**src/include/adc_capture_params.svh**
```systemverilog
`ifndef ADC_CAPTURE_PARAMS_SVH
`define ADC_CAPTURE_PARAMS_SVH

// Capture front end sizing

// Bits per ADC sample, one lane word
`define ADC_SAMPLE_W 8

// Frames held in the user-side FIFO, power of two
`define ADC_FIFO_DEPTH 16

// log2 of ADC_FIFO_DEPTH
// Pointers carry one extra wrap bit on top of this
`define ADC_FIFO_AW 4

`endif

```
**src/hw/adc_capture_pkg.sv**
```systemverilog
`default_nettype none

`include "adc_capture_params.svh"

package adc_capture_pkg;

   // One ADC sample as delivered on a lane
   typedef logic [`ADC_SAMPLE_W-1:0] sample_t;

   // Four samples of one channel
   // Sample 0 sits in the top byte, sample 3 in the bottom byte
   typedef logic [4*`ADC_SAMPLE_W-1:0] quad_t;

   // Frame alignment state
   typedef enum logic {
      ALIGN_SEARCH = 1'b0,  // No sync since reset, frames are not written
      ALIGN_LOCKED = 1'b1   // Phase follows the last sync
   } align_state_t;

endpackage

`default_nettype wire

```
**src/hw/frame_aligner.sv**
```systemverilog
`timescale 1ns/100ps
`default_nettype none

// Frame phase tracking for the capture path
// A frame spans two adc_clk cycles, first half then second half
// Sync forces a first half, otherwise the phase just alternates
module frame_aligner import adc_capture_pkg::*; (
   input  logic adc_clk,
   input  logic rst_n,
   input  logic adc_sync,        // ADC frame strobe, level per cycle
   input  logic adc_outofrange,  // ADC overrange level
   output logic first_half,      // This cycle carries samples 0 and 1
   output logic frame_wr,        // One-cycle frame strobe to the FIFO
   output logic frame_oor,       // Overrange seen in either half
   output logic frame_sync       // First half of the frame had sync
);

   align_state_t state;
   logic phase_q;     // Previous cycle was a first half
   logic is_second;   // This cycle completes a frame
   logic oor_first;   // Overrange seen in the first half
   logic sync_first;  // Sync seen in the first half

   // Sync on a would-be second half drops the partial frame and restarts here
   assign is_second  = phase_q & ~adc_sync;
   assign first_half = ~is_second;

   always_ff @(posedge adc_clk) begin
      if (!rst_n) begin
         state    <= ALIGN_SEARCH;
         phase_q  <= 1'b0;
         frame_wr <= 1'b0;
      end else begin
         if (adc_sync) begin
            state <= ALIGN_LOCKED;  // Stays locked until reset
         end
         phase_q  <= first_half;  // Next cycle is a second half
         frame_wr <= is_second & (state == ALIGN_LOCKED);
      end
   end

   // Flags of the half frame in progress
   always_ff @(posedge adc_clk) begin
      if (first_half) begin
         oor_first  <= adc_outofrange;
         sync_first <= adc_sync;
      end
   end

   // Flags launched together with frame_wr and the quads
   always_ff @(posedge adc_clk) begin
      if (is_second) begin
         frame_oor  <= oor_first | adc_outofrange;  // OR over both halves
         frame_sync <= sync_first;
      end
   end

   // Strobe only follows a sync that has already locked the phase
   a_no_wr_in_search : assert property (
      @(posedge adc_clk) disable iff (!rst_n)
      frame_wr |-> (state == ALIGN_LOCKED)
   );

   // Two cycles per frame, so strobes never touch
   a_wr_spacing : assert property (
      @(posedge adc_clk) disable iff (!rst_n)
      frame_wr |=> !frame_wr
   );

endmodule

`default_nettype wire

```
**src/hw/lane_deserializer.sv**
```systemverilog
`timescale 1ns/100ps
`default_nettype none

// Two-cycle deserializer for one ADC channel
// First half gives samples 0 and 1, second half samples 2 and 3
// Used once for I and once for Q
module lane_deserializer import adc_capture_pkg::*; (
   input  logic    adc_clk,
   input  logic    rst_n,
   input  logic    first_half,  // From frame_aligner
   input  sample_t lane_even,   // Even lane word of this cycle
   input  sample_t lane_odd,    // Odd lane word of this cycle
   output quad_t   quad         // Assembled frame of four samples
);

   sample_t even_first;  // Sample 0
   sample_t odd_first;   // Sample 1

   // Hold the first-half words until the frame completes
   // A new sync just overwrites them
   always_ff @(posedge adc_clk) begin
      if (first_half) begin
         even_first <= lane_even;
         odd_first  <= lane_odd;
      end
   end

   // Build the quad on the second half
   // Lands in the same cycle as frame_wr
   always_ff @(posedge adc_clk) begin
      if (!rst_n) begin
         quad <= '0;
      end else if (!first_half) begin
         quad <= {even_first,   // Sample 0
                  odd_first,    // Sample 1
                  lane_even,    // Sample 2
                  lane_odd};    // Sample 3
      end
   end

   // Quad holds its value between frames

endmodule

`default_nettype wire

```
**src/hw/sample_fifo.sv**
```systemverilog
`timescale 1ns/100ps
`default_nettype none

`include "adc_capture_params.svh"

// Single-clock frame FIFO between the capture path and the user
// Each entry holds the I quad, the Q quad and the two frame flags
// Read strobe answered one cycle later by a valid pulse
module sample_fifo import adc_capture_pkg::*; (
   input  logic  adc_clk,
   input  logic  rst_n,
   input  logic  wr_en,      // Frame strobe
   input  quad_t wr_quad_i,
   input  quad_t wr_quad_q,
   input  logic  wr_oor,
   input  logic  wr_sync,
   input  logic  rd_en,      // Pop strobe ignored while empty
   output quad_t rd_quad_i,
   output quad_t rd_quad_q,
   output logic  rd_oor,
   output logic  rd_sync,
   output logic  rd_valid,   // High for the cycle after a pop
   output logic  empty,
   output logic  overflow    // Sticky flag for a dropped frame
);

   localparam int ENTRY_W = 2 * $bits(quad_t) + 2;  // Quads plus oor and sync

   logic [ENTRY_W-1:0]    mem [`ADC_FIFO_DEPTH];
   logic [ENTRY_W-1:0]    rd_entry;   // Registered read port
   logic [`ADC_FIFO_AW:0] wr_ptr;     // Extra MSB is the wrap bit
   logic [`ADC_FIFO_AW:0] rd_ptr;
   logic [`ADC_FIFO_AW:0] fill_cnt;   // Entries stored
   logic                  full;
   logic                  do_wr;
   logic                  do_rd;

   assign fill_cnt = wr_ptr - rd_ptr;      // Modulo pointer width
   assign empty    = (fill_cnt == '0);
   assign full     = fill_cnt[`ADC_FIFO_AW];  // Count equals depth
   assign do_wr    = wr_en & ~full;         // Full drops the frame
   assign do_rd    = rd_en & ~empty;

   // Frame storage
   always_ff @(posedge adc_clk) begin
      if (do_wr) begin
         mem[wr_ptr[`ADC_FIFO_AW-1:0]] <= {wr_quad_i, wr_quad_q, wr_oor, wr_sync};
      end
   end

   // Pointers, valid pulse and overflow
   always_ff @(posedge adc_clk) begin
      if (!rst_n) begin
         wr_ptr   <= '0;
         rd_ptr   <= '0;
         rd_valid <= 1'b0;
         overflow <= 1'b0;
      end else begin
         if (do_wr) begin
            wr_ptr <= wr_ptr + (`ADC_FIFO_AW+1)'(1);
         end
         if (do_rd) begin
            rd_ptr <= rd_ptr + (`ADC_FIFO_AW+1)'(1);
         end
         rd_valid <= do_rd;  // One cycle per pop
         if (wr_en && full) begin
            overflow <= 1'b1;  // Held until reset
         end
      end
   end

   // Read data stays on the outputs until the next pop
   always_ff @(posedge adc_clk) begin
      if (do_rd) begin
         rd_entry <= mem[rd_ptr[`ADC_FIFO_AW-1:0]];
      end
   end

   assign {rd_quad_i, rd_quad_q, rd_oor, rd_sync} = rd_entry;

   // Dropping writes on full keeps the count within the depth
   a_fill_bound : assert property (
      @(posedge adc_clk) disable iff (!rst_n)
      fill_cnt <= (`ADC_FIFO_AW+1)'(`ADC_FIFO_DEPTH)
   );

endmodule

`default_nettype wire

```
**src/hw/adc_capture.sv**
```systemverilog
`timescale 1ns/100ps
`default_nettype none

// Capture front end of the dual-channel ADC
// Lane words in on adc_clk, framed quads out through the FIFO
module adc_capture import adc_capture_pkg::*; (
   input  logic    adc_clk,
   input  logic    rst_n,
   input  sample_t adc_data_even_i,  // I channel, even lane
   input  sample_t adc_data_odd_i,   // I channel, odd lane
   input  sample_t adc_data_even_q,  // Q channel, even lane
   input  sample_t adc_data_odd_q,   // Q channel, odd lane
   input  logic    adc_sync,
   input  logic    adc_outofrange,
   input  logic    user_rd_en,       // Pop strobe from the consumer
   output quad_t   user_data_i,
   output quad_t   user_data_q,
   output logic    user_outofrange,
   output logic    user_sync,
   output logic    user_data_valid,
   output logic    user_empty,
   output logic    user_overflow
);

   logic  first_half;  // Aligner phase to both deserializers
   logic  frame_wr;
   logic  frame_oor;
   logic  frame_sync;
   quad_t quad_i;
   quad_t quad_q;

   frame_aligner i_aligner (
      .adc_clk        (adc_clk),
      .rst_n          (rst_n),
      .adc_sync       (adc_sync),
      .adc_outofrange (adc_outofrange),
      .first_half     (first_half),
      .frame_wr       (frame_wr),
      .frame_oor      (frame_oor),
      .frame_sync     (frame_sync)
   );

   lane_deserializer i_deser_i (
      .adc_clk    (adc_clk),
      .rst_n      (rst_n),
      .first_half (first_half),
      .lane_even  (adc_data_even_i),
      .lane_odd   (adc_data_odd_i),
      .quad       (quad_i)
   );

   lane_deserializer i_deser_q (
      .adc_clk    (adc_clk),
      .rst_n      (rst_n),
      .first_half (first_half),
      .lane_even  (adc_data_even_q),
      .lane_odd   (adc_data_odd_q),
      .quad       (quad_q)
   );

   // Quads and flags arrive together with frame_wr
   sample_fifo i_fifo (
      .adc_clk   (adc_clk),
      .rst_n     (rst_n),
      .wr_en     (frame_wr),
      .wr_quad_i (quad_i),
      .wr_quad_q (quad_q),
      .wr_oor    (frame_oor),
      .wr_sync   (frame_sync),
      .rd_en     (user_rd_en),
      .rd_quad_i (user_data_i),
      .rd_quad_q (user_data_q),
      .rd_oor    (user_outofrange),
      .rd_sync   (user_sync),
      .rd_valid  (user_data_valid),
      .empty     (user_empty),
      .overflow  (user_overflow)
   );

endmodule

`default_nettype wire

```
**config.mk**
```make
export PLATFORM = sky130hd
export DESIGN_NAME = adc_capture
export DESIGN_NICKNAME = d
export VERILOG_FILES = /design/src/hw/adc_capture_pkg.sv /design/src/hw/frame_aligner.sv /design/src/hw/lane_deserializer.sv /design/src/hw/sample_fifo.sv /design/src/hw/adc_capture.sv
export VERILOG_INCLUDE_DIRS = /design/src /design/src/include
export SDC_FILE = /design/constraint.sdc
export NUM_CORES = 1
export LEC_CHECK = 0
export BUFFER_PORTS_ARGS = -buffer_cell sky130_fd_sc_hd__clkbuf_2
export CAP_MARGIN = 20
export CORE_UTILIZATION = 56
export DETAILED_ROUTE_END_ITERATION = 6
export HOLD_SLACK_MARGIN = 0.06
export PLACE_DENSITY = 0.77
export SLEW_MARGIN = 25
export SYNTH_ARGS = -nofsm -noshare
export SYNTH_HDL_FRONTEND = slang
export SYNTH_SLANG_ARGS = --single-unit
```
**constraint.sdc**
```tcl
create_clock -name adc_clk -period 8 [get_ports adc_clk]
set_input_delay 0.8 -clock adc_clk [delete_from_list [all_inputs] [get_ports adc_clk]]
set_output_delay 0.8 -clock adc_clk [all_outputs]
set_load 0.01 [all_outputs]
```
---- Yosys cells after proc, flatten, opt, wreduce, memory -nomap -nowiden ----
Memories as Yosys holds them, arrays and structs flattened. A register that Yosys moved wholly into a read port is not among the register bits.
Index checks and enable logic that the tools add are counted.
word-level totals
  register bits ........................... 115
  bits in writable memories ............... 1056
  input port bits ......................... 37
  memories ................................ 1
operators by class
  $add $sub $neg .......................... 3
  multiplexer cells ....................... 2
  bitwise gates (word level) .............. 9
  reductions and logical operators ........ 2
memory list
  memory      words  width  read ports  clocked after memory_dff  wr ports  RTL line           RTL
  i_fifo.mem  16     66     1           1                         1         sample_fifo.sv:29  logic [ENTRY_W-1:0] mem [`ADC_FIFO_DEPTH];
operators with widths
  kind                                                           number
  5-bit by 1-bit adder with 5-bit output, second input constant  2
  5-bit zero test                                                1
  5-bit subtractor                                               1
  1-bit AND                                                      4
  1-bit inverter                                                 4
  1-bit two-way mux                                              2
  1-bit logical AND                                              1
  1-bit bitwise OR                                               1

---- Logic depth before layout (Yosys ltp) ----
  depth in word-level cells ............... 5
  depth in mapped cells ................... 11

---- Hierarchy ----
Synthesis repeated with hierarchy kept, for this count alone.
second synthesis, totals
  cell total of the unflattened synthesis .. 2246
  area total of the unflattened synthesis .. 46647.2 sq um
modules (own cells, without submodules)
  module             times used  cells an instance  area each (sq um)  seq. area each (sq um)
  sample_fifo        1           1994               42967.5            33932.5
  lane_deserializer  2           119                1724.2             1121.1
  frame_aligner      1           14                 231.5              180.2

---- Worst setup path before layout ----
No wires, ideal clock.
  kind .................................... flip-flop to flip-flop
  start point ............................. reg i_fifo.rd_ptr[2]
  end point ............................... mem i_fifo.mem[3][0] (netlist name) (enable)
  data arrival time ....................... 7.834 ns
  required time ........................... 7.347 ns
  setup slack ............................. -0.487 ns
  stages on the path, launching flop included .. 9
  path buffers ............................ 2
  clock period less this slack ............ 8.487 ns
  cell sequence ........................... dfxtp_1 > buf_2 > inv_2 > clkbuf_1 > ha_1 > nand3_1 > a21oi_1 > o21ai_2 > nor4_1
between the ends
  cells in the longest elaborated chain, start to end .. 5
RTL lines
  what                      RTL line           RTL
  start: declaration        sample_fifo.sv:32  logic [`ADC_FIFO_AW:0] rd_ptr;
  start signal: assignment  sample_fifo.sv:63  rd_ptr <= rd_ptr + (`ADC_FIFO_AW+1)'(1);
  5-bit subtractor          sample_fifo.sv:38  assign fill_cnt = wr_ptr - rd_ptr;
  1-bit inverter            sample_fifo.sv:41  assign do_wr = wr_en & ~full;
  1-bit AND                 sample_fifo.sv:41
  1-bit two-way mux         sample_fifo.sv:46  if (do_wr) begin
  1-bit two-way mux         sample_fifo.sv:47  mem[wr_ptr[`ADC_FIFO_AW-1:0]] <= {wr_quad_i, wr_quad_q, wr_oor, wr_sync};
  end: declaration          sample_fifo.sv:29
Every way passes these cells.

---- Worst setup path in the final report ----
  start point ............................. reg i_fifo.rd_ptr[3]
  end point ............................... mem i_fifo.mem[2][35] (netlist name) (enable)
Same word-level chain as after synthesis.

==> impl_metrics.env <==
export IMPL_min_to="i_deser_i.even_first[4]$_DFFE_PN_"
export IMPL_fp_dieW_um=290
export IMPL_crit_required_ns=8.30
export IMPL_r2r_slack_ns=3.19
export IMPL_synth_nets=2363
export IMPL_critPathMaxFanout=68
export IMPL_hold_viol=0
export IMPL_die_area_um2=84100
export IMPL_yosys_area_top_type_share_pct=74.8
export IMPL_path_clk_slew_ns=0.07
export IMPL_synth_mux_area_share_pct=12.9
export IMPL_async_reset_ff_share_pct=0
export IMPL_synthTopCellsByArea="edfxtp_1 (75%), mux4_2 (13%), dfxtp_1 (3.4%)"
export IMPL_grt_pass1_vias=24186
export IMPL_grt_overflow_total=0
export IMPL_ys_seq_area_share_pct=78.2
export IMPL_synth_top_family_by_area="multiplexers"
export IMPL_yosys_area_share_xor_xnor_pct=0.0754
export IMPL_reg2regPathDepth=9
export IMPL_vdd_ir_drop_max_uv=218
export IMPL_yosysMostFrequentCell="edfxtp_1"
export IMPL_p_per_area_nw_per_um2=295
export IMPL_root_buffer="clkbuf_16"
export IMPL_skew_ns=0.0286
export IMPL_synth_compound_area_share_pct=2.16
export IMPL_synth_simple_area_share_pct=4.71
export IMPL_ys_warn_count=0
export IMPL_die_h_um=290
export IMPL_whs_path_depth=1
export IMPL_cts_sinks=1237
export IMPL_fmax_ghz=0.208
export IMPL_syn_area_um2=46500
export IMPL_cpMaxStageDelayCell="buf_4"
export IMPL_gp_congestion=0.795
export IMPL_cp_end_kind="flip-flop"
export IMPL_clk_insertion_delay_late_ns=0.68
export IMPL_ctsResizeCount=0
export IMPL_place_detailed_hpwl_mm=55.2
export IMPL_antenna_found_initial=1
export IMPL_postRouteWirelength_mm=104
export IMPL_fin_crit_sh_pct=60.1
export IMPL_regToRegStartpoint="i_fifo.rd_ptr[3]$_SDFFE_PN0P_"
export IMPL_rows=105
export IMPL_drive_above_1_share_pct=23.3
export IMPL_num_antenna_cells=0
export IMPL_drv_cap=0
export IMPL_cts_setup_buffers=0
export IMPL_cp_start_kind="flip-flop"
export IMPL_initial_core_util_pct=56.6
export IMPL_cp_arrival_ns=5.10
export IMPL_ys_ff_latch=1237
export IMPL_dp_cells=3398
export IMPL_first_pass_iters=6
export IMPL_rsz0062_at_grt="false"
export IMPL_grt_usage_pct=25.1
export IMPL_r2r_end="i_fifo.mem[2][35]$_DFFE_PP_"
export IMPL_fp_coreArea_um2=82100
export IMPL_fin_cells=3610
export IMPL_cts_inserted_buffers=114
export IMPL_worst_pin_slew_ns=1.04
export IMPL_slew_headroom_pct=30.5
export IMPL_syn_avg_cell_area_um2=20.1
export IMPL_drv_slew=0
export IMPL_htreeDepth=3
export IMPL_nets=2492
export IMPL_hold_start="adc_data_even_i[4]"
export IMPL_ctsHoldBuffers=0
export IMPL_setup_violations=0
export IMPL_yosysTopAreaCell="edfxtp_1"
export IMPL_cpMostUsedCell="buf_4"
export IMPL_synthCells=2316
export IMPL_synth_cell_type_count=38
export IMPL_min_period_ns=4.81
export IMPL_grt_pass1_wl_mm=155
export IMPL_area_growth_pct=11.4
export IMPL_hold_path_class="in2reg"
export IMPL_routedWlPerCell_um=28.8
export IMPL_drtIter0Drc=2591
export IMPL_grt_max_degree=86
export IMPL_cts_tree="done"
export IMPL_run_status="completed"
export IMPL_crit_type="reg2reg"
export IMPL_drt_antenna_violating_nets=0
export IMPL_drc_errors=0
export IMPL_ys_flop_type="edfxtp_1"
export IMPL_p_leak_nw=16.7
export IMPL_synth_common_cells="edfxtp_1 (1158), nand2_1 (405), mux4_2 (264), and3_1 (83), dfxtp_1 (79)"
export IMPL_num_vias=23025
export IMPL_synth_edf_count=1158
export IMPL_timing_setup_tns_ns=0
export IMPL_crit_path_cell_trace="inv_2, buf_4, ha_1, a21oi_1, and3_1, or2_1, and2_1, and3_4, buf_4"
export IMPL_portBuffers=105
export IMPL_viasPerCell=6.38
export IMPL_clock_path_buffers=3
export IMPL_ios=106
export IMPL_critPathMaxStageDelay_ns=0.72
export IMPL_synth_fa_ha_area_share_pct=0.285
[report_power, final]
group,switching (mW),internal [mW]
Clock,2.30,2.95
Sequential,0.262,7.38
Combinational,1.28,1.08
Total,3.84,11.4
[how the worst max path moves through the flow]
stage	from	to	slack [ns]	depth (start not counted)
after global placement	i_fifo.rd_ptr[1]$_SDFFE_PN0P_	i_fifo.rd_entry[36]$_DFFE_PP_	3.46	8
after detailed placement	i_fifo.rd_ptr[3]$_SDFFE_PN0P_	i_fifo.mem[7][47]$_DFFE_PP_	3.33	9
final	i_fifo.rd_ptr[3]$_SDFFE_PN0P_	i_fifo.mem[2][35]$_DFFE_PP_	3.19	9
after floorplan	i_fifo.rd_ptr[2]$_SDFFE_PN0P_	i_fifo.mem[3][0]$_DFFE_PP_	2.32	8
after CTS	i_fifo.rd_ptr[1]$_SDFFE_PN0P_	user_empty	3.18	8
after global routing	i_fifo.rd_ptr[1]$_SDFFE_PN0P_	user_empty	3.10	9
[metrics by stage]
stage	setup slack, ns	cell area (µm²)	power, mW	hold WS, ns	util (%)
after floorplan	2.32	46500	9.39	0.400	-
after global placement	3.46	48000	10.1	0.412	58.4
after detailed placement	3.33	48100	10.1	0.426	58.6
after CTS	3.18	51700	15.3	0.283	63.0
after global routing	3.10	51700	15.7	0.300	63.0
final	3.19	51700	15.2	0.312	63.0
[area by class of cell]
cell class | count | area (µm²)
Tap cell | 1070 | 1340
Clock buffer | 145 | 3050
Fill cell | 5252 | 30400
Sequential cell | 1237 | 36400
Inverter | 9 | 33.8
Timing Repair Buffer | 141 | 921
Clock inverter | 66 | 559
Multi-Input combinational cell | 942 | 9480
[flip-flops by register name, indices dropped and copies added, names as in the netlist, 5 cells and up]
register	flops
i_deser_i.even_first	8
i_fifo.wr_ptr	5
i_deser_q.quad	32
i_fifo.rd_entry	66
i_fifo.mem	1056
i_deser_i.odd_first	8
i_deser_i.quad	32
i_deser_q.odd_first	8
i_deser_q.even_first	8
i_fifo.rd_ptr	5
[cells in the final DEF, fill, tap and decap left out, types with 24 or more instances in the layout]
master and instances:
nand2_1 405, clkbuf_2 104, a31oi_1 68, edfxtp_1 1158
and3_1 69, dfxtp_1 75, clkbuf_16 115, clkinv_1 27
buf_4 27, a21boi_0 65, clkbuf_1 24, mux4_2 264
[logic make-up after synthesis]
logic type      after synthesis
compound gates              144
flops                      1237
mux                         271
simple gates                513
xor+xnor                      4
buf+inv                     137
fa+ha+maj                    10
[per-layer routing]
metal / wire (µm) / track usage, % / vias to the layer above
met2: 52100 / 41.6 / 1216
met1: 38900 / 33.4 / 12086
li1: - / - / 9485
met3: 8910 / 4.25 / 236
met4: 4100 / 10.7 / 2
met5: 12 / 0 / -
[worst max-delay path, delay by kind of cell, from the launching register on]
kind | cells | cell delay (ns)
and+or+nand+nor | 4 | 1.67
adders and majority gates | 1 | 0.41
AOI/OAI and AO/OA | 1 | 0.20
DFF | 1 | 0.55
buffers and inverters | 3 | 1.52
No activity file was read; power rests on OpenSTA's default activity.
